<file path="config.mk">
export PLATFORM = sky130hd
export DESIGN_NAME = dataMem
export DESIGN_NICKNAME = d
export VERILOG_FILES = /design/src/verilog/dataMem.sv
export VERILOG_INCLUDE_DIRS = /design/src /design/src/verilog
export SDC_FILE = /design/constraint.sdc
export NUM_CORES = 2
export LEC_CHECK = 0
export ABC_AREA = 1
export BUFFER_PORTS_ARGS = -buffer_cell sky130_fd_sc_hd__buf_2
export CAP_MARGIN = 20
export CORE_UTILIZATION = 51
export CTS_BUF_LIST = sky130_fd_sc_hd__clkbuf_16
export CTS_CLUSTER_DIAMETER = 30
export DETAILED_ROUTE_END_ITERATION = 7
export GPL_TIMING_DRIVEN = 0
export PLACE_DENSITY = 0.64
export SYNTH_ARGS = -nofsm -noshare
export SYNTH_HDL_FRONTEND = slang
export SYNTH_SLANG_ARGS = --single-unit
</file>
<file path="constraint.sdc">
create_clock -name clk -period 120.1 [get_ports clk]
set_input_delay 0 -clock clk [delete_from_list [all_inputs] [get_ports clk]]
set_output_delay 0 -clock clk [all_outputs]
set_load 0.02 [all_outputs]
</file>
<file path="src/verilog/rvCore_macros.svh">
// RV32 word-only core; DMEM_WORDS must be a power of two and RESET_PC word aligned
`ifndef RVCORE_MACROS_SVH
`define RVCORE_MACROS_SVH

// datapath widths
`define XLEN       32              // data and address width
`define REG_ADDR_W 5               // x0..x31

// data memory depth in words, indexed by address word bits
`define DMEM_WORDS 64

// first fetch address after reset
`define RESET_PC   32'h0000_0000

// major opcodes of the kept subset
`define OP_RTYPE   7'b0110011      // add sub and or slt
`define OP_ITYPE   7'b0010011      // addi andi ori slti
`define OP_LOAD    7'b0000011      // lw only
`define OP_STORE   7'b0100011      // sw only
`define OP_BRANCH  7'b1100011      // beq bne
`define OP_JAL     7'b1101111

`endif
</file>
<file path="src/verilog/dataMem.sv">
// word-only RAM; address bits below 2 and above the depth are ignored
`timescale 1ns/1ps
`include "rvCore_macros.svh"

module dataMem (
   input  logic             clk,
   input  logic             reset,
   input  logic             writeEnable,
   input  logic [`XLEN-1:0] address,
   input  logic [`XLEN-1:0] writeData,
   output logic [`XLEN-1:0] readData
);

   localparam int ADR_W = $clog2(`DMEM_WORDS);

   logic [`XLEN-1:0] mem [`DMEM_WORDS];
   logic [ADR_W-1:0] wordAdr;

   assign wordAdr  = address[ADR_W+1:2];
   assign readData = mem[wordAdr];       // combinational read

   always_ff @(posedge clk or posedge reset) begin
      if (reset) begin
         for (int i = 0; i < `DMEM_WORDS; i++)
            mem[i] <= '0;                // defined loads after reset
      end else if (writeEnable) begin
         mem[wordAdr] <= writeData;
      end
   end

endmodule

</file>
==> reports/qor.yml <==
status:
  outcome: "complete, no violations"
synthesis:
  synth_flop_cell: "dfrtp_1"
  synthCells: 11590
  ys_seq_area_share_pct: 55.43
  synthesis.nets: 11657
  synth_area_leaders: "dfrtp_1 55%, nand2_1 14%, o21ai_0 11%"
  ys_ff_latch: 2048
  yosysMostFrequentCell: "nand2_1"
  syn_area_um2: 92460
  synth_common_cells: "3,348 x nand2_1, 2,048 x dfrtp_1, 1,963 x o21ai_0, 1,269 x nor2_1, 848 x o21ai_1"
  synth-edff-count: 0
  postSynthAreaPerCell_um2: 7.978
  synth_top_area_share_pct: 55.43
  async_reset_ff_share_pct: 100.0
  synth.distinct_cells: 18
  synth_warnings: 0
  yosysTopAreaCell: "dfrtp_1"
grt:
  use_met1_pct: 56.54
  antenna_found_initial: 36
  met2_usage_pct: 62.15
  grt_usage_pct: 44.81
  busiest_layer: "met2"
  grt_max_degree: 135
  met3_usage_pct: 12.80
  grt_pass1_vias: 85232
  grt_pass1_wl_mm: 587.3
  grt_overflow: 0
drt:
  vias: 89874
  ant_nets: 0
  firstDrtPassIters: 8
  wirelength_mm: 410.3
  drt_iter0_drc: 11389
  drc: 0
  wire_per_inst_um: 27.31
  vias_per_cell: 5.984
setup_path:
  slowest_stage: "o21ai_0"
  crit_fanout: 10
  rrSetupSlack_ns: 118.90
  required_ns: 120.10
  r2r-end: "mem[1052]"
  ff2ff_path_depth: 3
  cp_top_family: "buffers and inverters"
  cp_num_buf_inv: 6
  worst_path_most_repeated_cell: "buf_2"
  cp_cell_sequence: "buf_2 > buf_2 > buf_2 > buf_2 > buf_2 > nand2_1 > nand3_1 > nand2_1 > o21ai_0 > nand2_1 > nor2_1 > nand2_1 > buf_2"
  r2r_start: "mem[1052]"
  cp-start-kind: "input port"
  worst_path_largest_cell_delay_ns: 0.85
  arrival_ns: 5.11
  endpoint_kind: "output port"
  critPathKind: "in2out"
pwr:
  p_per_area_nw_per_um2: 20.90
  ir_worst_vdd_v: 0.00001374
  power_leakage_nw: 55.31
  design_power_total_mw: 2.376
floorplanning:
  die_x_um: 427.8
  core_area_um2: 179200
  io_pins: 99
  die_h_um: 427.8
  rows: 155
  initial_utilization_pct: 51.60
  die_area_um2: 183000
timing:
  holdWs_ns: 0.09863
  fmax_mhz: 195.8
  min_period_over_period_pct: 4.253
  clock_skew_ns: 0
  grt_setup_unrepaired: "no"
  setup_violations: 0
  final-hold-violation-count: 0
  worst_slack_ns: 114.99
  drv_slew: 0
  worst_slew_pin_slew_ns: 1.354
  finalWorstPathRequiredPeriod_ns: 5.108
  slew_headroom_pct: 8.781
  setup_tns_ns: 0
final_layout:
  nets: 12322
  layout-drive-gt1-share_pct: 9.619
  largest-register: "mem"
  largestRegisters: "mem (2048)"
  syn2layout_area_growth_pct: 22.96
  instances_no_fill: 15020
  n_fill_cell: 15829
  design_area_um2: 113700
  largest_reg_flops: 2048
  utilization_pct: 63.44
placement:
  dp_hpwl_mm: 293.4
  dpl_cell_area_um2: 96890
  pre_cts_ws_ns: 115.31
  placed_cells: 14075
  gp_congestion: 1.046
  portBuffers: 71
run:
  max-cap-violations: 0
clock_network:
  cts_num_sinks: 2048
  clk_path_buf_depth: 4
  cts_tree: "yes"
  worstSkewPairLatency_ns: 1.01
  post_cts_buffers: 0
  cts-buffers-inserted: 480
  clk_pin_slew_worst_paths_ns: 0.05
  postCtsHoldBufs: 39
  cts_root_buf: "clkbuf_16"
  htreeDepth: 5
  cts_resized: 0
worst_hold_path:
  worst_hold_startpoint: "address[4]"
  min_path_cells: 6
  min_path_type: "in2reg"
  hold_end: "mem[542]"
==> tightest hold or removal path: stages <==
cell,delay [ns]
buf_2,0.15
nand2_1,0.13
nor2_2,0.23
nand2_1,0.39
nand2_1,0.08
o21ai_1,0.06
==> routing by layer <==
metal  part of all wire [%]  vias to the layer above
met1                     37                    44118
met2                     41                     5358
met4                     11                       20
li1                       -                    38936
met5                  0.036                        -
met3                     11                     1442
==> cell type report <==
| class | instances | area (um^2) | area share [%] |
|---|---|---|---|
| multi-input cells | 8089 | 35620 | 31.33 |
| diodes | 23 | 57.56 | 0.05062 |
| repair buffers | 183 | 2024 | 1.781 |
| plain buffers | 946 | 3690 | 3.245 |
| well taps | 2355 | 2947 | 2.592 |
| clock buffers | 483 | 12090 | 10.63 |
| inverters | 507 | 1924 | 1.693 |
| flip-flops and latches | 2048 | 51250 | 45.08 |
| clock inverters | 386 | 4089 | 3.596 |
==> cells by family (layout without fill, tap and decap cells) <==
family / after synthesis / in the layout / share of synthesized area, %
DFF: 2048 / 2048 / 55.43
other: 0 / 23 / 0
AOI/OAI and AO/OA: 3062 / 3062 / 17.25
and+or+nand+nor: 5027 / 5027 / 21.28
buffers and inverters: 1453 / 2505 / 6.043
==> power by group <==
part	leakage, nW	total [mW]	switching [mW]	internal [mW]
combinational	19.9	0.236	0.162	0.0744
clock	8.03	1.31	0.413	0.896
sequential	27.3	0.831	0.0493	0.782
total	55.3	2.38	0.623	1.75
==> placed cells by master (no fill, tap or decap), types with 111 or more instances in the layout <==
master,Yosys,routed
nand3_1,172,172
clkbuf_16,0,483
o21ai_1,848,850
nor2_1,1269,1269
or2_2,221,221
buf_2,101,172
o211ai_1,251,251
o21ai_0,1963,1961
clkbuf_1,770,766
clkinv_1,32,111
nand2_1,3348,3348
dfrtp_1,2048,2048
inv_1,471,529
==> worst max path at each step <==
stage / start / endpoint / slack, ns / cells after the start
floorplan: reset / mem[0] / 62.25 / 1
global placement: reset / mem[407] / 40.11 / 2
detailed placement: address[2] / readData[26] / 115.31 / 13
CTS: address[2] / readData[26] / 115.31 / 13
global route: address[2] / readData[23] / 115.28 / 13
finish: address[2] / readData[26] / 114.99 / 13
No activity file was read; power rests on OpenSTA's default activity.
