### config.mk
export PLATFORM = sky130hd
export DESIGN_NAME = controlUnit
export DESIGN_NICKNAME = d
export VERILOG_FILES = /design/src/verilog/rvPkg.sv /design/src/verilog/controlUnit.sv /design/src/verilog/pipeReg.sv
export VERILOG_INCLUDE_DIRS = /design/src /design/src/verilog
export SDC_FILE = /design/constraint.sdc
export NUM_CORES = 1
export LEC_CHECK = 0
export BUFFER_PORTS_ARGS = -buffer_cell sky130_fd_sc_hd__clkbuf_2
export CAP_MARGIN = 20
export CORE_UTILIZATION = 25
export CTS_CLUSTER_SIZE = 16
export DETAILED_ROUTE_END_ITERATION = 7
export GPL_ROUTABILITY_DRIVEN = 0
export PLACE_DENSITY = 0.54
export SYNTH_ARGS = -nofsm -noshare
export SYNTH_HDL_FRONTEND = slang
export SYNTH_SLANG_ARGS = --single-unit
### constraint.sdc
create_clock -name clk -period 1.49 [get_ports clk]
set_input_delay 0.0745 -clock clk [delete_from_list [all_inputs] [get_ports clk]]
set_output_delay 0.0745 -clock clk [all_outputs]
set_load 0.1 [all_outputs]
### src/verilog/rvCore_macros.svh
// RV32 word-only core; DMEM_WORDS must be a power of two and RESET_PC word aligned
`ifndef RVCORE_MACROS_SVH
`define RVCORE_MACROS_SVH

// datapath widths
`define XLEN       32              // data and address width
`define REG_ADDR_W 5               // x0..x31

// data memory depth in words, indexed by address word bits
`define DMEM_WORDS 64

// first fetch address after reset
`define RESET_PC   32'h0000_0000

// major opcodes of the kept subset
`define OP_RTYPE   7'b0110011      // add sub and or slt
`define OP_ITYPE   7'b0010011      // addi andi ori slti
`define OP_LOAD    7'b0000011      // lw only
`define OP_STORE   7'b0100011      // sw only
`define OP_BRANCH  7'b1100011      // beq bne
`define OP_JAL     7'b1101111

`endif
### src/verilog/rvPkg.sv
// types shared by the pipelined core; all-zero values of the control structs mean a bubble
`include "rvCore_macros.svh"

package rvPkg;

   typedef enum logic [2:0] {
      ALU_ADD = 3'd0,
      ALU_SUB = 3'd1,
      ALU_AND = 3'd2,
      ALU_OR  = 3'd3,
      ALU_SLT = 3'd4
   } aluOp_e;

   typedef enum logic [1:0] {IMM_I, IMM_S, IMM_B, IMM_J} immSrc_e;

   typedef enum logic [1:0] {RES_ALU, RES_MEM, RES_PC4} resultSrc_e;  // RES_ALU must stay 0

   typedef enum logic [1:0] {FWD_RF, FWD_WB, FWD_MEM} fwdSel_e;

   // control carried into execute
   typedef struct packed {
      logic       regWrite;
      resultSrc_e resultSrc;
      logic       memWrite;
      logic       jump;
      logic       branch;
      logic       branchNe;           // bne when set, beq otherwise
      aluOp_e     aluOp;
      logic       aluSrc;             // immediate as operand b
   } ctrlE_t;

   typedef struct packed {
      logic       regWrite;
      resultSrc_e resultSrc;
      logic       memWrite;
   } ctrlM_t;

   typedef struct packed {
      logic       regWrite;
      resultSrc_e resultSrc;
   } ctrlW_t;

   // payload of the stage registers
   typedef struct packed {
      logic [`XLEN-1:0] instr;
      logic [`XLEN-1:0] pc;
      logic [`XLEN-1:0] pcPlus4;
   } decodeRegs_t;

   typedef struct packed {
      logic [`XLEN-1:0]       rd1;
      logic [`XLEN-1:0]       rd2;
      logic [`XLEN-1:0]       pc;
      logic [`REG_ADDR_W-1:0] rs1;
      logic [`REG_ADDR_W-1:0] rs2;
      logic [`REG_ADDR_W-1:0] rd;
      logic [`XLEN-1:0]       immExt;
      logic [`XLEN-1:0]       pcPlus4;
   } executeRegs_t;

   typedef struct packed {
      logic [`XLEN-1:0]       aluResult;
      logic [`XLEN-1:0]       writeData;
      logic [`REG_ADDR_W-1:0] rd;
      logic [`XLEN-1:0]       pcPlus4;
   } memRegs_t;

   typedef struct packed {
      logic [`XLEN-1:0]       aluResult;
      logic [`XLEN-1:0]       readData;
      logic [`REG_ADDR_W-1:0] rd;
      logic [`XLEN-1:0]       pcPlus4;
   } wbRegs_t;

endpackage

### src/verilog/controlUnit.sv
// decodes only the kept RV32I subset; any other opcode or funct3 becomes a bubble
`timescale 1ns/1ps
`include "rvCore_macros.svh"

module controlUnit (
   input  logic             clk,
   input  logic             reset,
   input  logic [`XLEN-1:0] instrD,
   input  logic             zeroE,
   input  logic             flushE,
   output rvPkg::immSrc_e   immSrcD,
   output rvPkg::ctrlE_t    ctrlE,
   output logic             pcSrcE,
   output logic             loadE,
   output logic             memWriteM,
   output logic             regWriteM,
   output rvPkg::ctrlW_t    ctrlW
);

   logic [6:0]    op;
   logic [2:0]    funct3;
   logic          funct7b5;
   rvPkg::aluOp_e aluFn;           // R/I-type operation from funct3
   logic          aluKnown;
   rvPkg::ctrlE_t ctrlD;
   rvPkg::ctrlM_t ctrlM;

   assign op       = instrD[6:0];
   assign funct3   = instrD[14:12];
   assign funct7b5 = instrD[30];

   // alu decode, sub only for R-type
   always_comb begin
      aluKnown = 1'b1;
      case (funct3)
         3'b000:  aluFn = (op == `OP_RTYPE && funct7b5) ? rvPkg::ALU_SUB : rvPkg::ALU_ADD;
         3'b010:  aluFn = rvPkg::ALU_SLT;
         3'b110:  aluFn = rvPkg::ALU_OR;
         3'b111:  aluFn = rvPkg::ALU_AND;
         default: begin
            aluFn    = rvPkg::ALU_ADD;
            aluKnown = 1'b0;             // shifts, xor, sltu
         end
      endcase
   end

   // main decode
   always_comb begin
      ctrlD   = '0;                      // bubble
      immSrcD = rvPkg::IMM_I;
      case (op)
         `OP_RTYPE, `OP_ITYPE: begin
            ctrlD.regWrite = aluKnown;
            ctrlD.aluOp    = aluFn;
            ctrlD.aluSrc   = (op == `OP_ITYPE);
         end
         `OP_LOAD: if (funct3 == 3'b010) begin
            ctrlD.regWrite  = 1'b1;
            ctrlD.resultSrc = rvPkg::RES_MEM;
            ctrlD.aluSrc    = 1'b1;
         end
         `OP_STORE: if (funct3 == 3'b010) begin
            immSrcD        = rvPkg::IMM_S;
            ctrlD.memWrite = 1'b1;
            ctrlD.aluSrc   = 1'b1;
         end
         `OP_BRANCH: if (funct3[2:1] == 2'b00) begin
            immSrcD        = rvPkg::IMM_B;
            ctrlD.branch   = 1'b1;
            ctrlD.branchNe = funct3[0];
            ctrlD.aluOp    = rvPkg::ALU_SUB;     // compare via zero flag
         end
         `OP_JAL: begin
            immSrcD         = rvPkg::IMM_J;
            ctrlD.regWrite  = 1'b1;
            ctrlD.resultSrc = rvPkg::RES_PC4;   // link
            ctrlD.jump      = 1'b1;
         end
         default: ;
      endcase
   end

   pipeReg #(.T(rvPkg::ctrlE_t)) ctrlRegE (
      .clk(clk), .reset(reset), .enable(1'b1), .clear(flushE),
      .d(ctrlD), .q(ctrlE)
   );

   // taken when beq sees zero or bne sees nonzero
   assign pcSrcE = ctrlE.jump | (ctrlE.branch & (zeroE ^ ctrlE.branchNe));
   assign loadE  = (ctrlE.resultSrc == rvPkg::RES_MEM);

   pipeReg #(.T(rvPkg::ctrlM_t)) ctrlRegM (
      .clk(clk), .reset(reset), .enable(1'b1), .clear(1'b0),
      .d('{regWrite: ctrlE.regWrite, resultSrc: ctrlE.resultSrc,
           memWrite: ctrlE.memWrite}),
      .q(ctrlM)
   );

   assign memWriteM = ctrlM.memWrite;
   assign regWriteM = ctrlM.regWrite;

   pipeReg #(.T(rvPkg::ctrlW_t)) ctrlRegW (
      .clk(clk), .reset(reset), .enable(1'b1), .clear(1'b0),
      .d('{regWrite: ctrlM.regWrite, resultSrc: ctrlM.resultSrc}),
      .q(ctrlW)
   );

endmodule

### src/verilog/pipeReg.sv
// generic stage register; clear wins over enable and both zero the payload
`timescale 1ns/1ps

module pipeReg #(
   parameter type T = logic
) (
   input  logic clk,
   input  logic reset,
   input  logic enable,              // low holds the stage
   input  logic clear,               // turns the stage into a bubble
   input  T     d,
   output T     q
);

   always_ff @(posedge clk or posedge reset) begin
      if (reset)
         q <= '0;
      else if (clear)
         q <= '0;                    // flush beats stall
      else if (enable)
         q <= d;
   end

endmodule

==> impl_results.md <==
- Outcome: finished clean
- CTS root buf: sky130_fd_sc_hd__clkbuf_4
- Arrival time reported for the critical path endpoint: about 1400 ps
- Detail Route Antenna Nets: 0
- Pin count of the biggest net entering global routing: 18
- Number of distinct library cell variants in the gate-level netlist after synthesis: 27
- Total Die Area: roughly 2900 um2
- Largest fanout on the critical path: 3
- Post-synth EDFFs: 0
- Number of maximum-capacitance violations: 0
- Die extent in x: 53.8 um
- Placed Instance Area: ~1000 um2
- N_diodes: 0
- Achievable frequency: between 600 and 700 MHz
- Category of the worst setup path launch point: input pin
- Number of antenna violations at the first check in global routing: 0
- Average cell area after synthesis: ~12 um2
- Global-route wire length before repair: between 2 and 2.5 mm
- Worst-skew pair later-pin latency: approximately 280 ps
- Boundary Pins: 56
- Starting density of the core: around 27%
- Total number of clock tree sinks: 17
- Synthesized instance count: 55
- WP data required: between 1000 and 1500 ps
- Static leakage: approximately 0.55 nW
- Clock skew: around 6 ps
- Setup repair after global routing missed its margin: no
- CTS buffer count: 3
- Finish-stage setup viols: 0
- Maximum buffer depth of the clock tree: 2
- Clock tree from TritonCTS: yes
- Via-per-instance ratio: 4.48
- Post-layout instance area: 1050 um2
- Number of levels in the clock H-tree: 1
- Min-delay worst type: in2reg
- Number of DRC markers in iteration 0: 3
- Sequential share of the synthesized area: 63.3%
- Fraction of the cycle the final worst path needs: 96.2%
- Floorplan die height: 53.8 um
- Total power after layout: about 790 uW
- Synthesized netlist net count: 91
- Number of setup buffers added after CTS: 0
- GRT Residual Overflow: 0
- Hpwl dp: 1.13 mm
- Detailed-routing iteration count for the pre-antenna-repair pass: 2
- Number of placement rows: 18
- DRC violations left: 0
- Slew at the pin closest to its max-slew limit: about 600 ps
- Core area: 2500 um2
- Setup Total Neg Slack: 0 ps
- Fin Hold WS: around 80 ps
- Worst setup path category: in2out
- Crit path time final: 1430 ps
- Routed wire length: ~1.3 mm
- Yosys synthesis warning count: 0
- Port bufs: 34
- Combined area of all synthesized cells: 672 um2
- Flip-flop cell with the highest count after synthesis: sky130_fd_sc_hd__dfrtp_1
- Number of nets in the layout: ~140
- Synth Register Bits: 17
- Total count of max-transition violations in the final report: 0
- Hold violation count in the final report: 0
- Via count of the first global-routing pass: between 500 and 600
- Sort of element at the end of the critical path: primary output
- Wire length per cell: between 10 and 15 um
- Slew HR: around 60%
- Ratio of cells with drive above 1 in the final layout: around 60%
- Total via count in the routed design: 582
- IR drop worst, VDD: around 0.4 mV
- Synth-to-Final Area Change: 56.6%
- Count of filler cells inserted in the layout: between 200 and 250
- Clock Pin Slew Worst Setup and Hold Paths: around 90 ps
- Power density over cell area: around 750 nW/um2
- Post-synth ARST share: between 90% and 100%
- Global Route Usage Sum: ~11%
## logic make-up after synthesis
kind of cell / synth area share (%)
AOI/OAI and AO/OA: 6.89
muxes: 1.68
DFF: 63.3
xor gates and xnor gates: 1.30
and+or+nand+nor: 23.5
buffers and inverters: 3.35
## final timing paths
kind	depth (start not counted)	slack, ps	endpoint	start
worst min register to register	0	360	ctrlRegW.q[1]$_DFF_PP0_	ctrlRegM.q[2]$_DFF_PP0_
max in group asynchronous	3	680	ctrlRegE.q[6]$_DFF_PP0_	reset
min in group asynchronous	3	380	ctrlRegM.q[1]$_DFF_PP0_	reset
worst min-delay path	3	80	ctrlRegE.q[5]$_DFF_PP0_	flushE
worst max-delay path	5	60	immSrcD[0]	instrD[14]
worst max register to register	0	910	ctrlRegM.q[2]$_DFF_PP0_	ctrlRegE.q[6]$_DFF_PP0_
## synth_stat cells, types with 2 or more instances
master	n	share of area [%]
sky130_fd_sc_hd__inv_1	3	1.7
sky130_fd_sc_hd__nor2_1	5	2.8
sky130_fd_sc_hd__or4_4	2	3.4
sky130_fd_sc_hd__nand4b_1	2	2.6
sky130_fd_sc_hd__a21oi_1	2	1.5
sky130_fd_sc_hd__nand2_1	2	1.1
sky130_fd_sc_hd__or4_1	2	2.2
sky130_fd_sc_hd__dfrtp_1	17	63
sky130_fd_sc_hd__o211ai_1	2	2.2
## power breakdown
group          leakage [nW]  internal [mW]  total (mW)  switching, mW
registers             0.231          0.462       0.463       0.000531
clock network        0.0177         0.0995       0.230          0.131
logic                 0.301         0.0409      0.0941         0.0532
total                 0.549          0.602       0.787          0.184
## what timing repair did
item / in CTS / in global routing
endpoints found under the hold margin: 18 / 0
resized for setup: 1 / 0
endpoints found under the setup margin: 1 / 0
hold buffers: 2 / 0
## state kept, by name, summed over array words and instances (netlist names)
name and flops:
ctrlRegM.q 4, ctrlRegE.q 10, ctrlRegW.q 3
## area by class of cell
cell class	count	area, um2	area share [%]
sequential	17	430	40.9
clock inverter	1	5.00	0.476
inverter	4	15.0	1.43
tap	30	37.5	3.57
multi-input combinational	33	262	24.9
clock buffer	3	22.5	2.14
timing repair buffer	42	280	26.6
## metal layers
layer / wire length (um) / vias to the layer above / share of wire [%] / global-route usage, %
li1: - / 285 / - / -
met2: 608 / 29 / 46 / 19.5
met5: 0 / - / 0 / 0
met3: 135 / 2 / 10 / 2.82
met1: 573 / 266 / 43 / 11.3
met4: 8 / 0 / 0.60 / 6.58
## layout by cell type (no fill, tap or decap), types with 3 or more instances in the layout
cell,instances
sky130_fd_sc_hd__clkbuf_4,3
sky130_fd_sc_hd__clkbuf_2,31
sky130_fd_sc_hd__nor2_1,5
sky130_fd_sc_hd__dfrtp_2,4
sky130_fd_sc_hd__buf_4,6
sky130_fd_sc_hd__dfrtp_1,13
sky130_fd_sc_hd__buf_12,3
sky130_fd_sc_hd__inv_1,3
sky130_fd_sc_hd__or4_4,3
## per-stage QoR
stage	instances	setup WS (ps)	utilization [%]
final	130	57.2	42.1
after CTS	130	54.8	42.1
after detailed placement	124	-23.2	40.1
after global routing	130	15.7	42.1
after global placement	124	-25.3	40.1
after floorplan	55	-170	-
## worst max-delay path: stages
cell                       delay [ps]
sky130_fd_sc_hd__clkbuf_2         100
sky130_fd_sc_hd__or3b_4           400
sky130_fd_sc_hd__or4_4            430
sky130_fd_sc_hd__a21oi_4          160
sky130_fd_sc_hd__buf_12           190
(Power assumes the default switching activity.)
