`config.mk`:
```
export PLATFORM = sky130hd
export DESIGN_NAME = hazardUnit
export DESIGN_NICKNAME = d
export VERILOG_FILES = /design/src/verilog/rvPkg.sv /design/src/verilog/hazardUnit.sv
export VERILOG_INCLUDE_DIRS = /design/src /design/src/verilog
export SDC_FILE = /design/constraint.sdc
export NUM_CORES = 1
export LEC_CHECK = 0
export BUFFER_PORTS_ARGS = -buffer_cell sky130_fd_sc_hd__buf_2
export CAP_MARGIN = 10
export CELL_PAD_IN_SITES_DETAIL_PLACEMENT = 0
export CELL_PAD_IN_SITES_GLOBAL_PLACEMENT = 1
export CORE_ASPECT_RATIO = 0.8
export CORE_MARGIN = 4
export CORE_UTILIZATION = 23
export DETAILED_ROUTE_END_ITERATION = 8
export PLACE_DENSITY_LB_ADDON = 0.1
export SLEW_MARGIN = 20
export SYNTH_ARGS = -nofsm -noshare
export SYNTH_HDL_FRONTEND = slang
export SYNTH_SLANG_ARGS = --single-unit
```
`constraint.sdc`:
```
create_clock -name vclk -period 1.3
set_input_delay 0.26 -clock vclk [all_inputs]
set_output_delay 0.26 -clock vclk [all_outputs]
set_load 0.005 [all_outputs]
```
`src/verilog/rvCore_macros.svh`:
```
// RV32 word-only core; DMEM_WORDS must be a power of two and RESET_PC word aligned
`ifndef RVCORE_MACROS_SVH
`define RVCORE_MACROS_SVH

// datapath widths
`define XLEN       32              // data and address width
`define REG_ADDR_W 5               // x0..x31

// data memory depth in words, indexed by address word bits
`define DMEM_WORDS 64

// first fetch address after reset
`define RESET_PC   32'h0000_0000

// major opcodes of the kept subset
`define OP_RTYPE   7'b0110011      // add sub and or slt
`define OP_ITYPE   7'b0010011      // addi andi ori slti
`define OP_LOAD    7'b0000011      // lw only
`define OP_STORE   7'b0100011      // sw only
`define OP_BRANCH  7'b1100011      // beq bne
`define OP_JAL     7'b1101111

`endif
```
`src/verilog/rvPkg.sv`:
```
// types shared by the pipelined core; all-zero values of the control structs mean a bubble
`include "rvCore_macros.svh"

package rvPkg;

   typedef enum logic [2:0] {
      ALU_ADD = 3'd0,
      ALU_SUB = 3'd1,
      ALU_AND = 3'd2,
      ALU_OR  = 3'd3,
      ALU_SLT = 3'd4
   } aluOp_e;

   typedef enum logic [1:0] {IMM_I, IMM_S, IMM_B, IMM_J} immSrc_e;

   typedef enum logic [1:0] {RES_ALU, RES_MEM, RES_PC4} resultSrc_e;  // RES_ALU must stay 0

   typedef enum logic [1:0] {FWD_RF, FWD_WB, FWD_MEM} fwdSel_e;

   // control carried into execute
   typedef struct packed {
      logic       regWrite;
      resultSrc_e resultSrc;
      logic       memWrite;
      logic       jump;
      logic       branch;
      logic       branchNe;           // bne when set, beq otherwise
      aluOp_e     aluOp;
      logic       aluSrc;             // immediate as operand b
   } ctrlE_t;

   typedef struct packed {
      logic       regWrite;
      resultSrc_e resultSrc;
      logic       memWrite;
   } ctrlM_t;

   typedef struct packed {
      logic       regWrite;
      resultSrc_e resultSrc;
   } ctrlW_t;

   // payload of the stage registers
   typedef struct packed {
      logic [`XLEN-1:0] instr;
      logic [`XLEN-1:0] pc;
      logic [`XLEN-1:0] pcPlus4;
   } decodeRegs_t;

   typedef struct packed {
      logic [`XLEN-1:0]       rd1;
      logic [`XLEN-1:0]       rd2;
      logic [`XLEN-1:0]       pc;
      logic [`REG_ADDR_W-1:0] rs1;
      logic [`REG_ADDR_W-1:0] rs2;
      logic [`REG_ADDR_W-1:0] rd;
      logic [`XLEN-1:0]       immExt;
      logic [`XLEN-1:0]       pcPlus4;
   } executeRegs_t;

   typedef struct packed {
      logic [`XLEN-1:0]       aluResult;
      logic [`XLEN-1:0]       writeData;
      logic [`REG_ADDR_W-1:0] rd;
      logic [`XLEN-1:0]       pcPlus4;
   } memRegs_t;

   typedef struct packed {
      logic [`XLEN-1:0]       aluResult;
      logic [`XLEN-1:0]       readData;
      logic [`REG_ADDR_W-1:0] rd;
      logic [`XLEN-1:0]       pcPlus4;
   } wbRegs_t;

endpackage

```
`src/verilog/hazardUnit.sv`:
```
// load-use is the only stall; branches resolve in execute and flush decode and execute
`timescale 1ns/1ps
`include "rvCore_macros.svh"

module hazardUnit (
   input  logic [`REG_ADDR_W-1:0] rs1D,
   input  logic [`REG_ADDR_W-1:0] rs2D,
   input  logic [`REG_ADDR_W-1:0] rs1E,
   input  logic [`REG_ADDR_W-1:0] rs2E,
   input  logic [`REG_ADDR_W-1:0] rdE,
   input  logic [`REG_ADDR_W-1:0] rdM,
   input  logic [`REG_ADDR_W-1:0] rdW,
   input  logic                   loadE,
   input  logic                   pcSrcE,
   input  logic                   regWriteM,
   input  logic                   regWriteW,
   output rvPkg::fwdSel_e         forwardAE,
   output rvPkg::fwdSel_e         forwardBE,
   output logic                   stallF,
   output logic                   stallD,
   output logic                   flushD,
   output logic                   flushE
);

   logic loadUse;

   // memory stage is younger, so it wins
   always_comb begin
      forwardAE = rvPkg::FWD_RF;
      forwardBE = rvPkg::FWD_RF;
      if (rs1E != '0) begin
         if (regWriteM && rs1E == rdM)
            forwardAE = rvPkg::FWD_MEM;
         else if (regWriteW && rs1E == rdW)
            forwardAE = rvPkg::FWD_WB;
      end
      if (rs2E != '0) begin
         if (regWriteM && rs2E == rdM)
            forwardBE = rvPkg::FWD_MEM;
         else if (regWriteW && rs2E == rdW)
            forwardBE = rvPkg::FWD_WB;
      end
   end

   assign loadUse = loadE && (rdE == rs1D || rdE == rs2D);   // data not ready until W
   assign stallF  = loadUse;
   assign stallD  = loadUse;
   assign flushD  = pcSrcE;                // wrong-path fetch
   assign flushE  = pcSrcE | loadUse;      // bubble behind the load

endmodule

```
==> reports/metrics.yaml, run 1 <==
outcome: "complete, but fails checks"
violations: "negative setup slack"
die_w_um: 56.6
total_leakage_power_nw: 0.397
synthToLayoutAreaGrowth_pct: 94.0
num_vias: 539
crit_arrival_ns: 1.23
drc_errors: 0
synthCells: 54
final_cell_mix: "buf_2 (40), xnor2_1 (17), xor2_1 (8), buf_6 (7), buf_4 (7)"
nFillCells: 176
switching_share_pct: 40.1
relSlewSlack_pct: 83.4
drtIter0Drc: 6
setup.worst_path.start_class: "primary input"
slew_violations: 0
ant_nets: 0
initial_utilization_pct: 25.5
grt-ovfl-total: 0
wl_um: 1370
dp_hpwl_um: 1280
antenna_found_initial: 0
die_h_um: 46.9
die-area_um2: 2660
hold_viol: 0
seq_area_frac_synth_pct: 0
ys_types: 13
timing.final.crit_share_pct: 114
timing.hold.ws_ns: 0.696
max_stage_delay_ns: 0.29
nNetsFinal: 148
syn_nets: 93
fin_ws_ns: -0.186
port_buffers: 47
slowest_stage: "nor4_1"
grt_pass1_wl_um: 2230
rows: 13
clkbuf_count: 0
ir_worst_vdd_mv: 0.151
dp_cells: 129
tightestPinTransition_ns: 0.246
critPathMaxFanout: 2
hp-class: "in -> out"
ys.warnings.count: 0
max_cap_viol_count: 0
p_switching_w: 0.000104
grt_pass1_vias: 498
fin_crit_ns: 1.49
grt_usage_pct: 10.2
post-route-util_pct: 49.5
ff_latch_area_um2: 0
via_per_inst: 4.18
nFlopsAndLatches: 0
stdcell_count: 129
fmax_mhz: 673
power_frac_seq_pct: 0
clock_power_share_pct: 0
grt_start_max_net_pins: 4
diodes: 0
p_comb_share_pct: 100.0
crit_chain: "buf_6 -> xor2_1 -> nor4_1 -> nand3_1 -> nor4b_2 -> buf_2"
core_area_um2: 1710
final_common_cell: "buf_2"
endpoint_kind: "primary output"
required_ns: 1.04
dr.pass1.iters: 3
gp_congestion: 0.737
powerDensity_nw_per_um2: 306
syn_area_um2: 435
post_drt_wl_per_cell_um: 10.6
critPathKind: "in -> out"
rsz0062_at_grt: "true"
internal_power_w: 0.000155
synth.avg_cell_area_um2: 8.06
finalSetupViolCount: 5
drive_gt1_share_pct: 63.6
boundaryPins: 47
-- timing repair --
item,4_1_cts,5_1_grt
setup buffers,0,0
gates resized for setup,15,5
hold buffers,0,0
setup endpoints to repair,5,7
pin swaps,10,2
-- power groups by stage --
stage          Clock (W)  Sequential [W]  Combinational (W)
2_1_floorplan          0               0           0.000102
3_3_place_gp           0               0           0.000225
3_5_place_dp           0               0           0.000224
4_1_cts                0               0           0.000246
5_1_grt                0               0           0.000282
6_report               0               0           0.000258
-- cell families after synthesis --
group / synth area share, %
buf+inv: 3.45
compound gates: 1.44
xor+xnor: 60.3
simple gates: 34.8
-- routing by layer --
metal | global-route usage (%) | vias up | wire length [um]
met4 | 0 | 0 | 0
met1 | 14.6 | 226 | 615
met5 | 0 | - | 0
met2 | 17.5 | 22 | 620
li1 | - | 291 | -
met3 | 1.37 | 0 | 130
-- metrics by stage --
stage | setup TNS [ns] | worst slack, ns | total power, W | cell area, um^2
floorplan | 0 | 0.100 | 0.000102 | 435
global placement | -0.895 | -0.259 | 0.000225 | 743
global route | -0.849 | -0.248 | 0.000282 | 845
detailed placement | -0.852 | -0.243 | 0.000224 | 743
finish | -0.618 | -0.186 | 0.000258 | 845
CTS | -0.708 | -0.214 | 0.000246 | 808
-- worst max-delay path: cells and delay by family --
family | cells | cell delay, ns
and+or+nand+nor | 3 | 0.61
buffers and inverters | 2 | 0.22
xor gates and xnor gates | 1 | 0.15
-- cell usage after synthesis --
master   count  area share, %
nand3_1      2            2.3
nor2_4       2            5.2
nand4_1      4            5.7
or4_4        2            5.2
nor4b_2      2            6.9
nand2_1      4            3.4
o22ai_1      1            1.4
xor2_1       8             16
xnor2_1     22             44
buf_4        2            3.4
or2_1        1            1.4
nor4_1       2            2.9
nor2_1       2            1.7
-- worst paths after layout --
kind | to | start | cells after the start | slack [ns]
hold / removal | flushD | pcSrcE | 2 | 0.70
setup / recovery | forwardAE[0] | rdM[2] | 6 | -0.19
-- area by class of cell --
cell class	count	area (um^2)	share of cell area, %
Multi-Input combinational cell	52	470	55.7
Timing Repair Buffer	55	347	41.0
Tap cell	22	27.5	3.26
Note: power is estimated with default switching activity, not from simulation.
==> run 2: changes to the inputs <==
PLACE_DENSITY = 0.92   (was unset)
PLACE_DENSITY_LB_ADDON = unset   (was 0.1)
==> run 2 against run 1 <==
The run still ends with negative setup slack left. Die area did not move. Sequential share of layout area unchanged. Cell area up 9.3%. Sequential cell count stayed put. Via count rose by 8.9%. Clock-buffer cell count unchanged. Routed wire length up 30%. Utilization grew 4.6 points. First-iteration DRC count decreased by 33%. Combinational power rose by 14%. Setup slack got worse by 0.0096 ns. Critical path depth unchanged. Critical endpoint unchanged.
==> reports/metrics.yaml, run 2 (synthesis results as in run 1) <==
tightestPinTransition_ns: 0.235  # was 0.246 ns
final_common_cell: "buf_2"  # unchanged
synthToLayoutAreaGrowth_pct: 112  # was 94.0%
violations: "negative setup slack"  # unchanged
dp_cells: 128  # was 129
total_leakage_power_nw: 0.424  # was 0.397 nW
ff_latch_area_um2: 0  # unchanged
gp_congestion: 0.711  # was 0.737
die_w_um: 56.6  # unchanged
postLayoutCellArea_um2: 923  # was 845 um^2
p_switching_w: 0.000117  # was 0.000104 W
max_cap_viol_count: 0  # unchanged
clkbuf_count: 0  # unchanged
grt_usage_pct: 13.2  # was 10.2%
crit_arrival_ns: 1.24  # was 1.23 ns
slew_violations: 0  # unchanged
initial_utilization_pct: 25.5  # unchanged
diodes: 0  # unchanged
hold_viol: 0  # unchanged
ir_worst_vdd_mv: 0.152  # was 0.151 mV
dpl_cell_area_um2: 736  # was 743 um^2
endpoint_kind: "primary output"  # unchanged
crit_path_start: "rs1E[3]"  # was rdM[2]
p_comb_share_pct: 100.0  # about the same
critPathKind: "in -> out"  # unchanged
post_drt_wl_per_cell_um: 13.8  # was 10.6 um
nNetsFinal: 148  # unchanged
finalSetupViolCount: 4  # was 5
die-area_um2: 2660  # unchanged
clock_power_share_pct: 0  # about the same
grt_start_max_net_pins: 4  # unchanged
fmax_mhz: 669  # was 673 MHz
relSlewSlack_pct: 84.2  # was 83.4%
port_buffers: 47  # unchanged
num_vias: 587  # was 539
switching_share_pct: 40.1  # about the same
wl_um: 1780  # was 1370 um
nFlopsAndLatches: 0  # unchanged
cts_hold_buf: 0  # unchanged
drive_gt1_share_pct: 67.3  # was 63.6%
grt_pass1_wl_um: 2730  # was 2230 um
grt_pass1_vias: 649  # was 498
ant_nets: 0  # unchanged
nFillCells: 161  # was 176
fin_crit_ns: 1.50  # was 1.49 ns
dr.pass1.iters: 4  # was 3
die_h_um: 46.9  # unchanged
required_ns: 1.04  # about the same
fin_ws_ns: -0.195  # was -0.186 ns
antenna_found_initial: 0  # unchanged
critPathMaxFanout: 3  # was 2
setup.worst_path.start_class: "primary input"  # unchanged
timing.hold.ws_ns: 0.701  # was 0.696 ns
internal_power_w: 0.000175  # was 0.000155 W
drtIter0Drc: 4  # was 6
stdcell_count: 129  # unchanged
boundaryPins: 47  # unchanged
rows: 13  # unchanged
outcome: "complete, but fails checks"  # unchanged
final_cell_mix: "buf_2 (32), xnor2_1 (16), buf_6 (11), buf_4 (9)"  # was buf_2 (40), xnor2_1 (17), xor2_1 (8), buf_6 (7), buf_4 (7)
min-delay-start: "pcSrcE"  # unchanged
powerDensity_nw_per_um2: 317  # was 306 nW/um^2
via_per_inst: 4.55  # was 4.18
grt-ovfl-total: 0  # unchanged
tns_ns: -0.629  # was -0.618 ns
post-route-util_pct: 54.1  # was 49.5%
core_area_um2: 1710  # unchanged
drc_errors: 0  # unchanged
rsz0062_at_grt: "true"  # unchanged
timing.final.crit_share_pct: 115  # was 114%
hp-class: "in -> out"  # unchanged
power_frac_seq_pct: 0  # about the same
## run 2: worst max-delay path: stages
cell	delay, ns
buf_2	0.13
xor2_1	0.15
nor4_2	0.28
nand3_1	0.12
nor4b_2	0.17
buf_2	0.12
## run 2: worst paths after layout
check  depth (start not counted)            to  slack (ns)
max                            6  forwardAE[0]       -0.20
min                            2        flushD        0.70
## run 2: per-stage QoR
step,power [W],setup slack (ns)
4_1_cts,0.000269,-0.195
2_1_floorplan,0.000102,0.100
3_3_place_gp,0.000218,-0.193
6_report,0.000293,-0.195
5_1_grt,0.000316,-0.246
3_5_place_dp,0.000225,-0.272
## run 2: timing repair
action | in CTS | in global routing
resized for setup | 25 | 9
buffers inserted | 0 | 1
pin swaps | 19 | 11
endpoints found under the setup margin | 7 | 7
## run 2: area by class of cell
class              count  area, um^2  area share, %
well taps             22        27.5           2.98
multi-input cells     52         499           54.1
repair buffers        55         397           43.0
## run 2: power by group through the flow
stage / combinational, W / sequential, W / clock [W]
after global placement: 0.000218 / 0 / 0
after floorplan: 0.000102 / 0 / 0
after CTS: 0.000269 / 0 / 0
after global routing: 0.000316 / 0 / 0
after detailed placement: 0.000225 / 0 / 0
final: 0.000293 / 0 / 0
## run 2: metal layers
layer,GRT usage (%),up-vias,part of all wire [%]
met2,29.0,27,58
met4,5.21,0,4.2
met1,13.0,264,33
met5,0,-,0
li1,-,288,-
met3,1.37,8,4.7
