File: config.mk
export PLATFORM = sky130hd
export DESIGN_NAME = datapath
export DESIGN_NICKNAME = d
export VERILOG_FILES = /design/src/verilog/rvPkg.sv /design/src/verilog/datapath.sv /design/src/verilog/regFile.sv /design/src/verilog/alu.sv /design/src/verilog/pipeReg.sv
export VERILOG_INCLUDE_DIRS = /design/src /design/src/verilog
export SDC_FILE = /design/constraint.sdc
export NUM_CORES = 2
export LEC_CHECK = 0
export BUFFER_PORTS_ARGS = -buffer_cell sky130_fd_sc_hd__buf_4
export CAP_MARGIN = 20
export CORE_UTILIZATION = 23
export CTS_CLUSTER_DIAMETER = 150
export CTS_CLUSTER_SIZE = 20
export DETAILED_ROUTE_END_ITERATION = 10
export HOLD_SLACK_MARGIN = 0.12
export SKIP_LAST_GASP = 1
export SYNTH_ARGS = -nofsm -noshare
export SYNTH_HDL_FRONTEND = slang
export SYNTH_HIERARCHICAL = 1
export SYNTH_SLANG_ARGS = --single-unit
File: constraint.sdc
create_clock -name clk -period 13.2 [get_ports clk]
set_clock_uncertainty 0.15 [all_clocks]
set_input_delay 0 -clock clk [delete_from_list [all_inputs] [get_ports clk]]
set_output_delay 0 -clock clk [all_outputs]
set_load 0.01 [all_outputs]
File: src/verilog/rvCore_macros.svh
// RV32 word-only core; DMEM_WORDS must be a power of two and RESET_PC word aligned
`ifndef RVCORE_MACROS_SVH
`define RVCORE_MACROS_SVH

// datapath widths
`define XLEN       32              // data and address width
`define REG_ADDR_W 5               // x0..x31

// data memory depth in words, indexed by address word bits
`define DMEM_WORDS 64

// first fetch address after reset
`define RESET_PC   32'h0000_0000

// major opcodes of the kept subset
`define OP_RTYPE   7'b0110011      // add sub and or slt
`define OP_ITYPE   7'b0010011      // addi andi ori slti
`define OP_LOAD    7'b0000011      // lw only
`define OP_STORE   7'b0100011      // sw only
`define OP_BRANCH  7'b1100011      // beq bne
`define OP_JAL     7'b1101111

`endif
File: src/verilog/rvPkg.sv
// types shared by the pipelined core; all-zero values of the control structs mean a bubble
`include "rvCore_macros.svh"

package rvPkg;

   typedef enum logic [2:0] {
      ALU_ADD = 3'd0,
      ALU_SUB = 3'd1,
      ALU_AND = 3'd2,
      ALU_OR  = 3'd3,
      ALU_SLT = 3'd4
   } aluOp_e;

   typedef enum logic [1:0] {IMM_I, IMM_S, IMM_B, IMM_J} immSrc_e;

   typedef enum logic [1:0] {RES_ALU, RES_MEM, RES_PC4} resultSrc_e;  // RES_ALU must stay 0

   typedef enum logic [1:0] {FWD_RF, FWD_WB, FWD_MEM} fwdSel_e;

   // control carried into execute
   typedef struct packed {
      logic       regWrite;
      resultSrc_e resultSrc;
      logic       memWrite;
      logic       jump;
      logic       branch;
      logic       branchNe;           // bne when set, beq otherwise
      aluOp_e     aluOp;
      logic       aluSrc;             // immediate as operand b
   } ctrlE_t;

   typedef struct packed {
      logic       regWrite;
      resultSrc_e resultSrc;
      logic       memWrite;
   } ctrlM_t;

   typedef struct packed {
      logic       regWrite;
      resultSrc_e resultSrc;
   } ctrlW_t;

   // payload of the stage registers
   typedef struct packed {
      logic [`XLEN-1:0] instr;
      logic [`XLEN-1:0] pc;
      logic [`XLEN-1:0] pcPlus4;
   } decodeRegs_t;

   typedef struct packed {
      logic [`XLEN-1:0]       rd1;
      logic [`XLEN-1:0]       rd2;
      logic [`XLEN-1:0]       pc;
      logic [`REG_ADDR_W-1:0] rs1;
      logic [`REG_ADDR_W-1:0] rs2;
      logic [`REG_ADDR_W-1:0] rd;
      logic [`XLEN-1:0]       immExt;
      logic [`XLEN-1:0]       pcPlus4;
   } executeRegs_t;

   typedef struct packed {
      logic [`XLEN-1:0]       aluResult;
      logic [`XLEN-1:0]       writeData;
      logic [`REG_ADDR_W-1:0] rd;
      logic [`XLEN-1:0]       pcPlus4;
   } memRegs_t;

   typedef struct packed {
      logic [`XLEN-1:0]       aluResult;
      logic [`XLEN-1:0]       readData;
      logic [`REG_ADDR_W-1:0] rd;
      logic [`XLEN-1:0]       pcPlus4;
   } wbRegs_t;

endpackage

File: src/verilog/datapath.sv
// five-stage datapath; word accesses only and no lui, auipc or jalr path
`timescale 1ns/1ps
`include "rvCore_macros.svh"

module datapath (
   input  logic                   clk,
   input  logic                   reset,
   input  logic [`XLEN-1:0]       instr,
   output logic [`XLEN-1:0]       pc,
   input  logic                   stallF,
   input  logic                   stallD,
   input  logic                   flushD,
   input  logic                   flushE,
   input  rvPkg::fwdSel_e         forwardAE,
   input  rvPkg::fwdSel_e         forwardBE,
   input  rvPkg::immSrc_e         immSrcD,
   input  rvPkg::ctrlE_t          ctrlE,
   input  logic                   pcSrcE,
   input  rvPkg::ctrlW_t          ctrlW,
   output logic [`XLEN-1:0]       instrD,
   output logic                   zeroE,
   output logic [`REG_ADDR_W-1:0] rs1D,
   output logic [`REG_ADDR_W-1:0] rs2D,
   output logic [`REG_ADDR_W-1:0] rs1E,
   output logic [`REG_ADDR_W-1:0] rs2E,
   output logic [`REG_ADDR_W-1:0] rdE,
   output logic [`REG_ADDR_W-1:0] rdM,
   output logic [`REG_ADDR_W-1:0] rdW,
   output logic [`XLEN-1:0]       memAdr,
   output logic [`XLEN-1:0]       memWData,
   input  logic [`XLEN-1:0]       readData
);

   logic [`XLEN-1:0]    pcPlus4F;
   logic [`XLEN-1:0]    pcNextF;
   rvPkg::decodeRegs_t  decQ;
   logic [`XLEN-1:0]    rd1D;
   logic [`XLEN-1:0]    rd2D;
   logic [`XLEN-1:0]    immExtD;
   rvPkg::executeRegs_t exeQ;
   logic [`XLEN-1:0]    srcAE;
   logic [`XLEN-1:0]    writeDataE;      // forwarded rs2, also store data
   logic [`XLEN-1:0]    srcBE;
   logic [`XLEN-1:0]    aluResultE;
   logic [`XLEN-1:0]    pcTargetE;
   rvPkg::memRegs_t     memQ;
   rvPkg::wbRegs_t      wbQ;
   logic [`XLEN-1:0]    resultW;

   // fetch
   assign pcPlus4F  = pc + `XLEN'd4;
   assign pcTargetE = exeQ.pc + exeQ.immExt;    // branch and jal target
   assign pcNextF   = pcSrcE ? pcTargetE : pcPlus4F;

   always_ff @(posedge clk or posedge reset) begin
      if (reset)
         pc <= `RESET_PC;
      else if (!stallF)
         pc <= pcNextF;
   end

   // decode
   pipeReg #(.T(rvPkg::decodeRegs_t)) regD (
      .clk(clk), .reset(reset), .enable(!stallD), .clear(flushD),
      .d('{instr: instr, pc: pc, pcPlus4: pcPlus4F}),
      .q(decQ)
   );

   assign instrD = decQ.instr;
   assign rs1D   = decQ.instr[19:15];
   assign rs2D   = decQ.instr[24:20];

   regFile rf (
      .clk(clk),
      .writeEnable(ctrlW.regWrite),
      .readAddr1(rs1D),
      .readAddr2(rs2D),
      .writeAddr(wbQ.rd),
      .writeData(resultW),
      .readData1(rd1D),
      .readData2(rd2D)
   );

   // immediate extension
   always_comb begin
      case (immSrcD)
         rvPkg::IMM_S: immExtD = {{20{decQ.instr[31]}}, decQ.instr[31:25], decQ.instr[11:7]};
         rvPkg::IMM_B: immExtD = {{20{decQ.instr[31]}}, decQ.instr[7], decQ.instr[30:25],
                                  decQ.instr[11:8], 1'b0};
         rvPkg::IMM_J: immExtD = {{12{decQ.instr[31]}}, decQ.instr[19:12], decQ.instr[20],
                                  decQ.instr[30:21], 1'b0};
         default:      immExtD = {{20{decQ.instr[31]}}, decQ.instr[31:20]};   // I-type
      endcase
   end

   // execute
   pipeReg #(.T(rvPkg::executeRegs_t)) regE (
      .clk(clk), .reset(reset), .enable(1'b1), .clear(flushE),
      .d('{rd1: rd1D, rd2: rd2D, pc: decQ.pc, rs1: rs1D, rs2: rs2D,
           rd: decQ.instr[11:7], immExt: immExtD, pcPlus4: decQ.pcPlus4}),
      .q(exeQ)
   );

   assign rs1E = exeQ.rs1;
   assign rs2E = exeQ.rs2;
   assign rdE  = exeQ.rd;

   // operand forwarding
   always_comb begin
      case (forwardAE)
         rvPkg::FWD_WB:  srcAE = resultW;
         rvPkg::FWD_MEM: srcAE = memQ.aluResult;
         default:        srcAE = exeQ.rd1;
      endcase
      case (forwardBE)
         rvPkg::FWD_WB:  writeDataE = resultW;
         rvPkg::FWD_MEM: writeDataE = memQ.aluResult;
         default:        writeDataE = exeQ.rd2;
      endcase
   end

   assign srcBE = ctrlE.aluSrc ? exeQ.immExt : writeDataE;

   alu alu (
      .a(srcAE),
      .b(srcBE),
      .aluOp(ctrlE.aluOp),
      .result(aluResultE),
      .zero(zeroE)
   );

   // memory
   pipeReg #(.T(rvPkg::memRegs_t)) regM (
      .clk(clk), .reset(reset), .enable(1'b1), .clear(1'b0),
      .d('{aluResult: aluResultE, writeData: writeDataE, rd: exeQ.rd,
           pcPlus4: exeQ.pcPlus4}),
      .q(memQ)
   );

   assign rdM      = memQ.rd;
   assign memAdr   = memQ.aluResult;
   assign memWData = memQ.writeData;

   // writeback
   pipeReg #(.T(rvPkg::wbRegs_t)) regW (
      .clk(clk), .reset(reset), .enable(1'b1), .clear(1'b0),
      .d('{aluResult: memQ.aluResult, readData: readData, rd: memQ.rd,
           pcPlus4: memQ.pcPlus4}),
      .q(wbQ)
   );

   assign rdW = wbQ.rd;

   always_comb begin
      case (ctrlW.resultSrc)
         rvPkg::RES_MEM: resultW = wbQ.readData;
         rvPkg::RES_PC4: resultW = wbQ.pcPlus4;    // jal link
         default:        resultW = wbQ.aluResult;
      endcase
   end

endmodule

File: src/verilog/regFile.sv
// 31 registers without reset; software must write a register before reading it
`timescale 1ns/1ps
`include "rvCore_macros.svh"

module regFile (
   input  logic                   clk,
   input  logic                   writeEnable,
   input  logic [`REG_ADDR_W-1:0] readAddr1,
   input  logic [`REG_ADDR_W-1:0] readAddr2,
   input  logic [`REG_ADDR_W-1:0] writeAddr,
   input  logic [`XLEN-1:0]       writeData,
   output logic [`XLEN-1:0]       readData1,
   output logic [`XLEN-1:0]       readData2
);

   logic [`XLEN-1:0] regs [1:31];    // no storage for x0

   // falling-edge write, so decode sees writeback in the same cycle
   always_ff @(negedge clk) begin
      if (writeEnable && writeAddr != '0)
         regs[writeAddr] <= writeData;
   end

   assign readData1 = (readAddr1 != '0) ? regs[readAddr1] : '0;
   assign readData2 = (readAddr2 != '0) ? regs[readAddr2] : '0;

endmodule

File: src/verilog/alu.sv
// add, sub, and, or and signed slt only; no carry or flag outputs besides zero
`timescale 1ns/1ps
`include "rvCore_macros.svh"

module alu (
   input  logic [`XLEN-1:0] a,
   input  logic [`XLEN-1:0] b,
   input  rvPkg::aluOp_e    aluOp,
   output logic [`XLEN-1:0] result,
   output logic             zero
);

   logic             subtract;
   logic [`XLEN-1:0] condInvB;
   logic [`XLEN-1:0] sum;
   logic             overflow;

   // one adder, b inverted plus carry-in for sub and slt
   assign subtract = (aluOp == rvPkg::ALU_SUB) || (aluOp == rvPkg::ALU_SLT);
   assign condInvB = subtract ? ~b : b;
   assign sum      = a + condInvB + {{(`XLEN-1){1'b0}}, subtract};
   assign overflow = (a[`XLEN-1] ~^ condInvB[`XLEN-1]) & (a[`XLEN-1] ^ sum[`XLEN-1]);

   always_comb begin
      case (aluOp)
         rvPkg::ALU_AND: result = a & b;
         rvPkg::ALU_OR:  result = a | b;
         rvPkg::ALU_SLT: result = {{(`XLEN-1){1'b0}}, sum[`XLEN-1] ^ overflow};  // true sign
         default:        result = sum;     // add, sub
      endcase
   end

   assign zero = (result == '0);

endmodule

File: src/verilog/pipeReg.sv
// generic stage register; clear wins over enable and both zero the payload
`timescale 1ns/1ps

module pipeReg #(
   parameter type T = logic
) (
   input  logic clk,
   input  logic reset,
   input  logic enable,              // low holds the stage
   input  logic clear,               // turns the stage into a bubble
   input  T     d,
   output T     q
);

   always_ff @(posedge clk or posedge reset) begin
      if (reset)
         q <= '0;
      else if (clear)
         q <= '0;                    // flush beats stall
      else if (enable)
         q <= d;
   end

endmodule

==> impl_metrics.json <==
{
  "status": "completed",
  "period_share_pct": 77.6,
  "timing.setup.critical_path_class": "reg2out",
  "setup.reg_to_reg.worst_slack_ns": 3.48,
  "setup_viol_count_final": 0,
  "htreeDepth": 3,
  "routed_via_density": 5.00,
  "synth_top_flop_cell": "sky130_fd_sc_hd__edfxtp_1",
  "avgRoutedWirePerCell_um": 24.4,
  "number_of_distinct_library_cell_variants_in_the_gate_level_netlist_after_synthesis": 98,
  "fmax_mhz": 97.6,
  "synthTopCellsByArea": "sky130_fd_sc_hd__edfxtp_1, sky130_fd_sc_hd__dfrtp_1, sky130_fd_sc_hd__mux2i_1, sky130_fd_sc_hd__mux4_2, sky130_fd_sc_hd__nor2_1",
  "reg2regPathDepth": 3,
  "clk_pin_slew_worst_paths_ns": 0.09,
  "grt_remaining_overflow": 0,
  "synth_top_cell_area_share_pct": 39.6,
  "synthesized_area_per_cell_um2": 13.3,
  "floorplan.io_pins": 255,
  "timing.hold.worst.start": "pcSrcE",
  "top_fanout_value_on_the_critical_path": 33,
  "clock_tree.buffer_depth": 3,
  "synthTopCellsByCount": "sky130_fd_sc_hd__edfxtp_1, sky130_fd_sc_hd__mux2i_1, sky130_fd_sc_hd__nor2_1",
  "fin_crit_ns": 10.24,
  "tritoncts_num_sinks": 1497,
  "tritoncts": "done",
  "flow.area_growth_from_synthesis_pct": 19.1,
  "design.core.area_mm2": 0.325,
  "dr_total_vias": 56274,
  "synth_area_mm2": 0.0753,
  "placement_rows": 209,
  "synth.yosys.seq_area_share_pct": 56.4,
  "fin_nets": 7046,
  "async_reset_ff_share_pct": 33.7,
  "crit_required_ns": 13.05,
  "rsz0062_at_grt": "false",
  "crit_path_max_incr_delay_ns": 0.86,
  "r2r_start": "regW/q[32]",
  "grt_first_pass_wirelength_um": 393000,
  "timing.rr.end": "rf/regs[22][23]",
  "synth_seq_cells": 1497,
  "chipHeight_um": 574,
  "synth-warning-count": 6,
  "drtIter0Drc": 6302,
  "netlist_instances": 5639,
  "hold_viol_final": 0,
  "power_density_mw_per_mm2": 117,
  "grt_max_degree": 176,
  "number_of_enable_type_register_cells_in_the_synthesized_netlist": 992,
  "cp_common_cell": "sky130_fd_sc_hd__o21ai_0",
  "holdPathStages": 3,
  "leakagePower_nw": 36.9,
  "maxCapViolCount": 0,
  "root_buffer": "sky130_fd_sc_hd__clkbuf_16",
  "die_w_um": 574,
  "tightest_slew_ns": 1.14,
  "post-route-drc-count": 0,
  "tns_ns": 0,
  "yosysMostFrequentCell": "sky130_fd_sc_hd__edfxtp_1",
  "grt_use_total_pct": 16.1,
  "antenna_left": 0,
  "final-max-slew-violation-count": 0,
  "io_buffers": 247,
  "place.gp.congestion": 0.901,
  "first_global_vias": 57554,
  "dp_hpwl_um": 176000,
  "floorplan.initialDensity_pct": 23.2,
  "timing.hold.worst.class": "in2reg",
  "wl_um": 274000,
  "layout-drive-gt1-share_pct": 13.6,
  "holdPathEnd": "pc[26]",
  "worst_hold_slack_ns": 0.173,
  "filler_cell_count": 33515,
  "crit_path_end_kind": "primary output",
  "post-cts-setup-buffer-count": 0,
  "launching_element_type_of_the_critical_path": "flop",
  "insertion_delay_ns": 0.78,
  "crit_slowest_cell": "sky130_fd_sc_hd__a2111oi_0",
  "worst_slew_margin_pct": 23.5,
  "critPathArrivalTime_ns": 10.09,
  "cts-resized-gates": 0,
  "fp.dieArea_mm2": 0.329,
  "netlist.top_cell.by_area": "sky130_fd_sc_hd__edfxtp_1",
  "first_pass_iters": 6,
  "irDropWorstVdd_mv": 0.123,
  "tritoncts.num_buffers": 84,
  "grt_antenna_before_repair": 30
}
kinds of logic after synthesis:
kind of cell	after synthesis	share of synthesized area, %
buf+inv	473	3.88
compound gates	949	8.70
simple gates	1238	7.35
xor+xnor	96	1.12
flops	1497	56.4
mux	1282	20.9
other cells	2	0.00998
fa+ha+maj	102	1.63
layout make-up:
| type | count | area (um^2) | share of cell area [%] |
|---|---|---|---|
| antenna | 12 | 30.0 | 0.0335 |
| sequential | 1497 | 42500 | 47.4 |
| tap | 4325 | 5410 | 6.04 |
| timing repair buffer | 599 | 5090 | 5.68 |
| multi-input combinational | 3676 | 30400 | 33.9 |
| clock buffer | 89 | 2130 | 2.38 |
| clock inverter | 1014 | 3970 | 4.43 |
| inverter | 32 | 140 | 0.156 |
per-stage QoR:
stage	util, %	total power [mW]	setup slack [ns]	std cells	area [um^2]
4_1_cts	27.6	10.6	2.70	11230	89600
6_report	27.6	10.5	2.96	11244	89700
2_1_floorplan	-	6.50	3.58	5646	75300
3_5_place_dp	25.1	6.95	2.81	9919	81400
3_3_place_gp	25.1	6.94	2.77	9919	81400
5_1_grt	27.6	11.1	2.16	11240	89600
where the power goes:
group / switching, mW / internal, mW / leakage, nW / total (mW)
clock network: 2.38 / 1.62 / 6.45 / 4.00
registers: 0.141 / 5.10 / 16.6 / 5.24
logic: 0.795 / 0.491 / 13.9 / 1.29
sequential cells by signal (all words and copies together), names as in the netlist:
name and count:
regW/q 101, regM/q 101, regE/q 175, regD/q 96, rf/regs 992, pc 32
worst max path at each step:
stage	slack, ns	startpoint	endpoint	cells past startpoint
4_1_cts	2.70	regW/q[46]	zeroE	27
3_3_place_gp	2.77	ctrlW[1]	zeroE	30
6_report	2.96	regW/q[53]	zeroE	28
5_1_grt	2.16	regW/q[53]	zeroE	28
3_5_place_dp	2.81	ctrlW[1]	zeroE	30
2_1_floorplan	3.58	regW/q[33]	rf/regs[28][0]	3
layout by cell type (no fill, tap or decap), types with 12 or more instances in the layout:
master,instances
sky130_fd_sc_hd__a211oi_1,30
sky130_fd_sc_hd__a21o_1,26
sky130_fd_sc_hd__a21oi_1,146
sky130_fd_sc_hd__a221oi_1,16
sky130_fd_sc_hd__a22oi_1,305
sky130_fd_sc_hd__a31o_2,12
sky130_fd_sc_hd__a31oi_1,25
sky130_fd_sc_hd__and3_1,28
sky130_fd_sc_hd__buf_4,383
sky130_fd_sc_hd__clkbuf_16,84
sky130_fd_sc_hd__dfrtp_1,497
sky130_fd_sc_hd__diode_2,12
sky130_fd_sc_hd__dlygate4sd3_1,209
sky130_fd_sc_hd__edfxtp_1,992
sky130_fd_sc_hd__ha_1,67
sky130_fd_sc_hd__inv_1,1018
sky130_fd_sc_hd__maj3_1,27
sky130_fd_sc_hd__mux2_2,65
sky130_fd_sc_hd__mux2i_1,990
sky130_fd_sc_hd__mux4_2,227
sky130_fd_sc_hd__nand2_1,214
sky130_fd_sc_hd__nand2b_1,18
sky130_fd_sc_hd__nand3_1,102
sky130_fd_sc_hd__nand4_1,57
sky130_fd_sc_hd__nor2_1,630
sky130_fd_sc_hd__nor2_4,36
sky130_fd_sc_hd__nor2b_1,12
sky130_fd_sc_hd__nor3_1,22
sky130_fd_sc_hd__nor4_1,31
sky130_fd_sc_hd__o2111ai_1,12
sky130_fd_sc_hd__o21a_1,17
sky130_fd_sc_hd__o21ai_0,133
sky130_fd_sc_hd__o21ai_2,32
sky130_fd_sc_hd__o221ai_1,26
sky130_fd_sc_hd__o22ai_1,51
sky130_fd_sc_hd__o2bb2ai_1,32
sky130_fd_sc_hd__or3_1,14
sky130_fd_sc_hd__xnor2_1,36
sky130_fd_sc_hd__xor2_1,60
metal layers:
layer / vias up / wire, um / track usage (%)
li1: 24082 / - / -
met1: 28788 / 109000 / 20.0
met2: 2805 / 125000 / 25.1
met3: 579 / 24300 / 4.25
met4: 20 / 15000 / 9.17
met5: - / 129 / 0
timing repair:
action,CTS,global route
setup endpoints to repair,0,0
endpoints found under the hold margin,749,0
hold buffers,209,0
critical path: cells and delay by family (launching register included):
family          cells  cell delay (ns)
compound gates     12             3.72
xor+xnor            1             0.16
fa+ha+maj           2             0.69
buf+inv             2             0.52
flops               1             0.39
mux                 1             0.36
simple gates       10             3.48
Power figures use the tool's default switching activity.
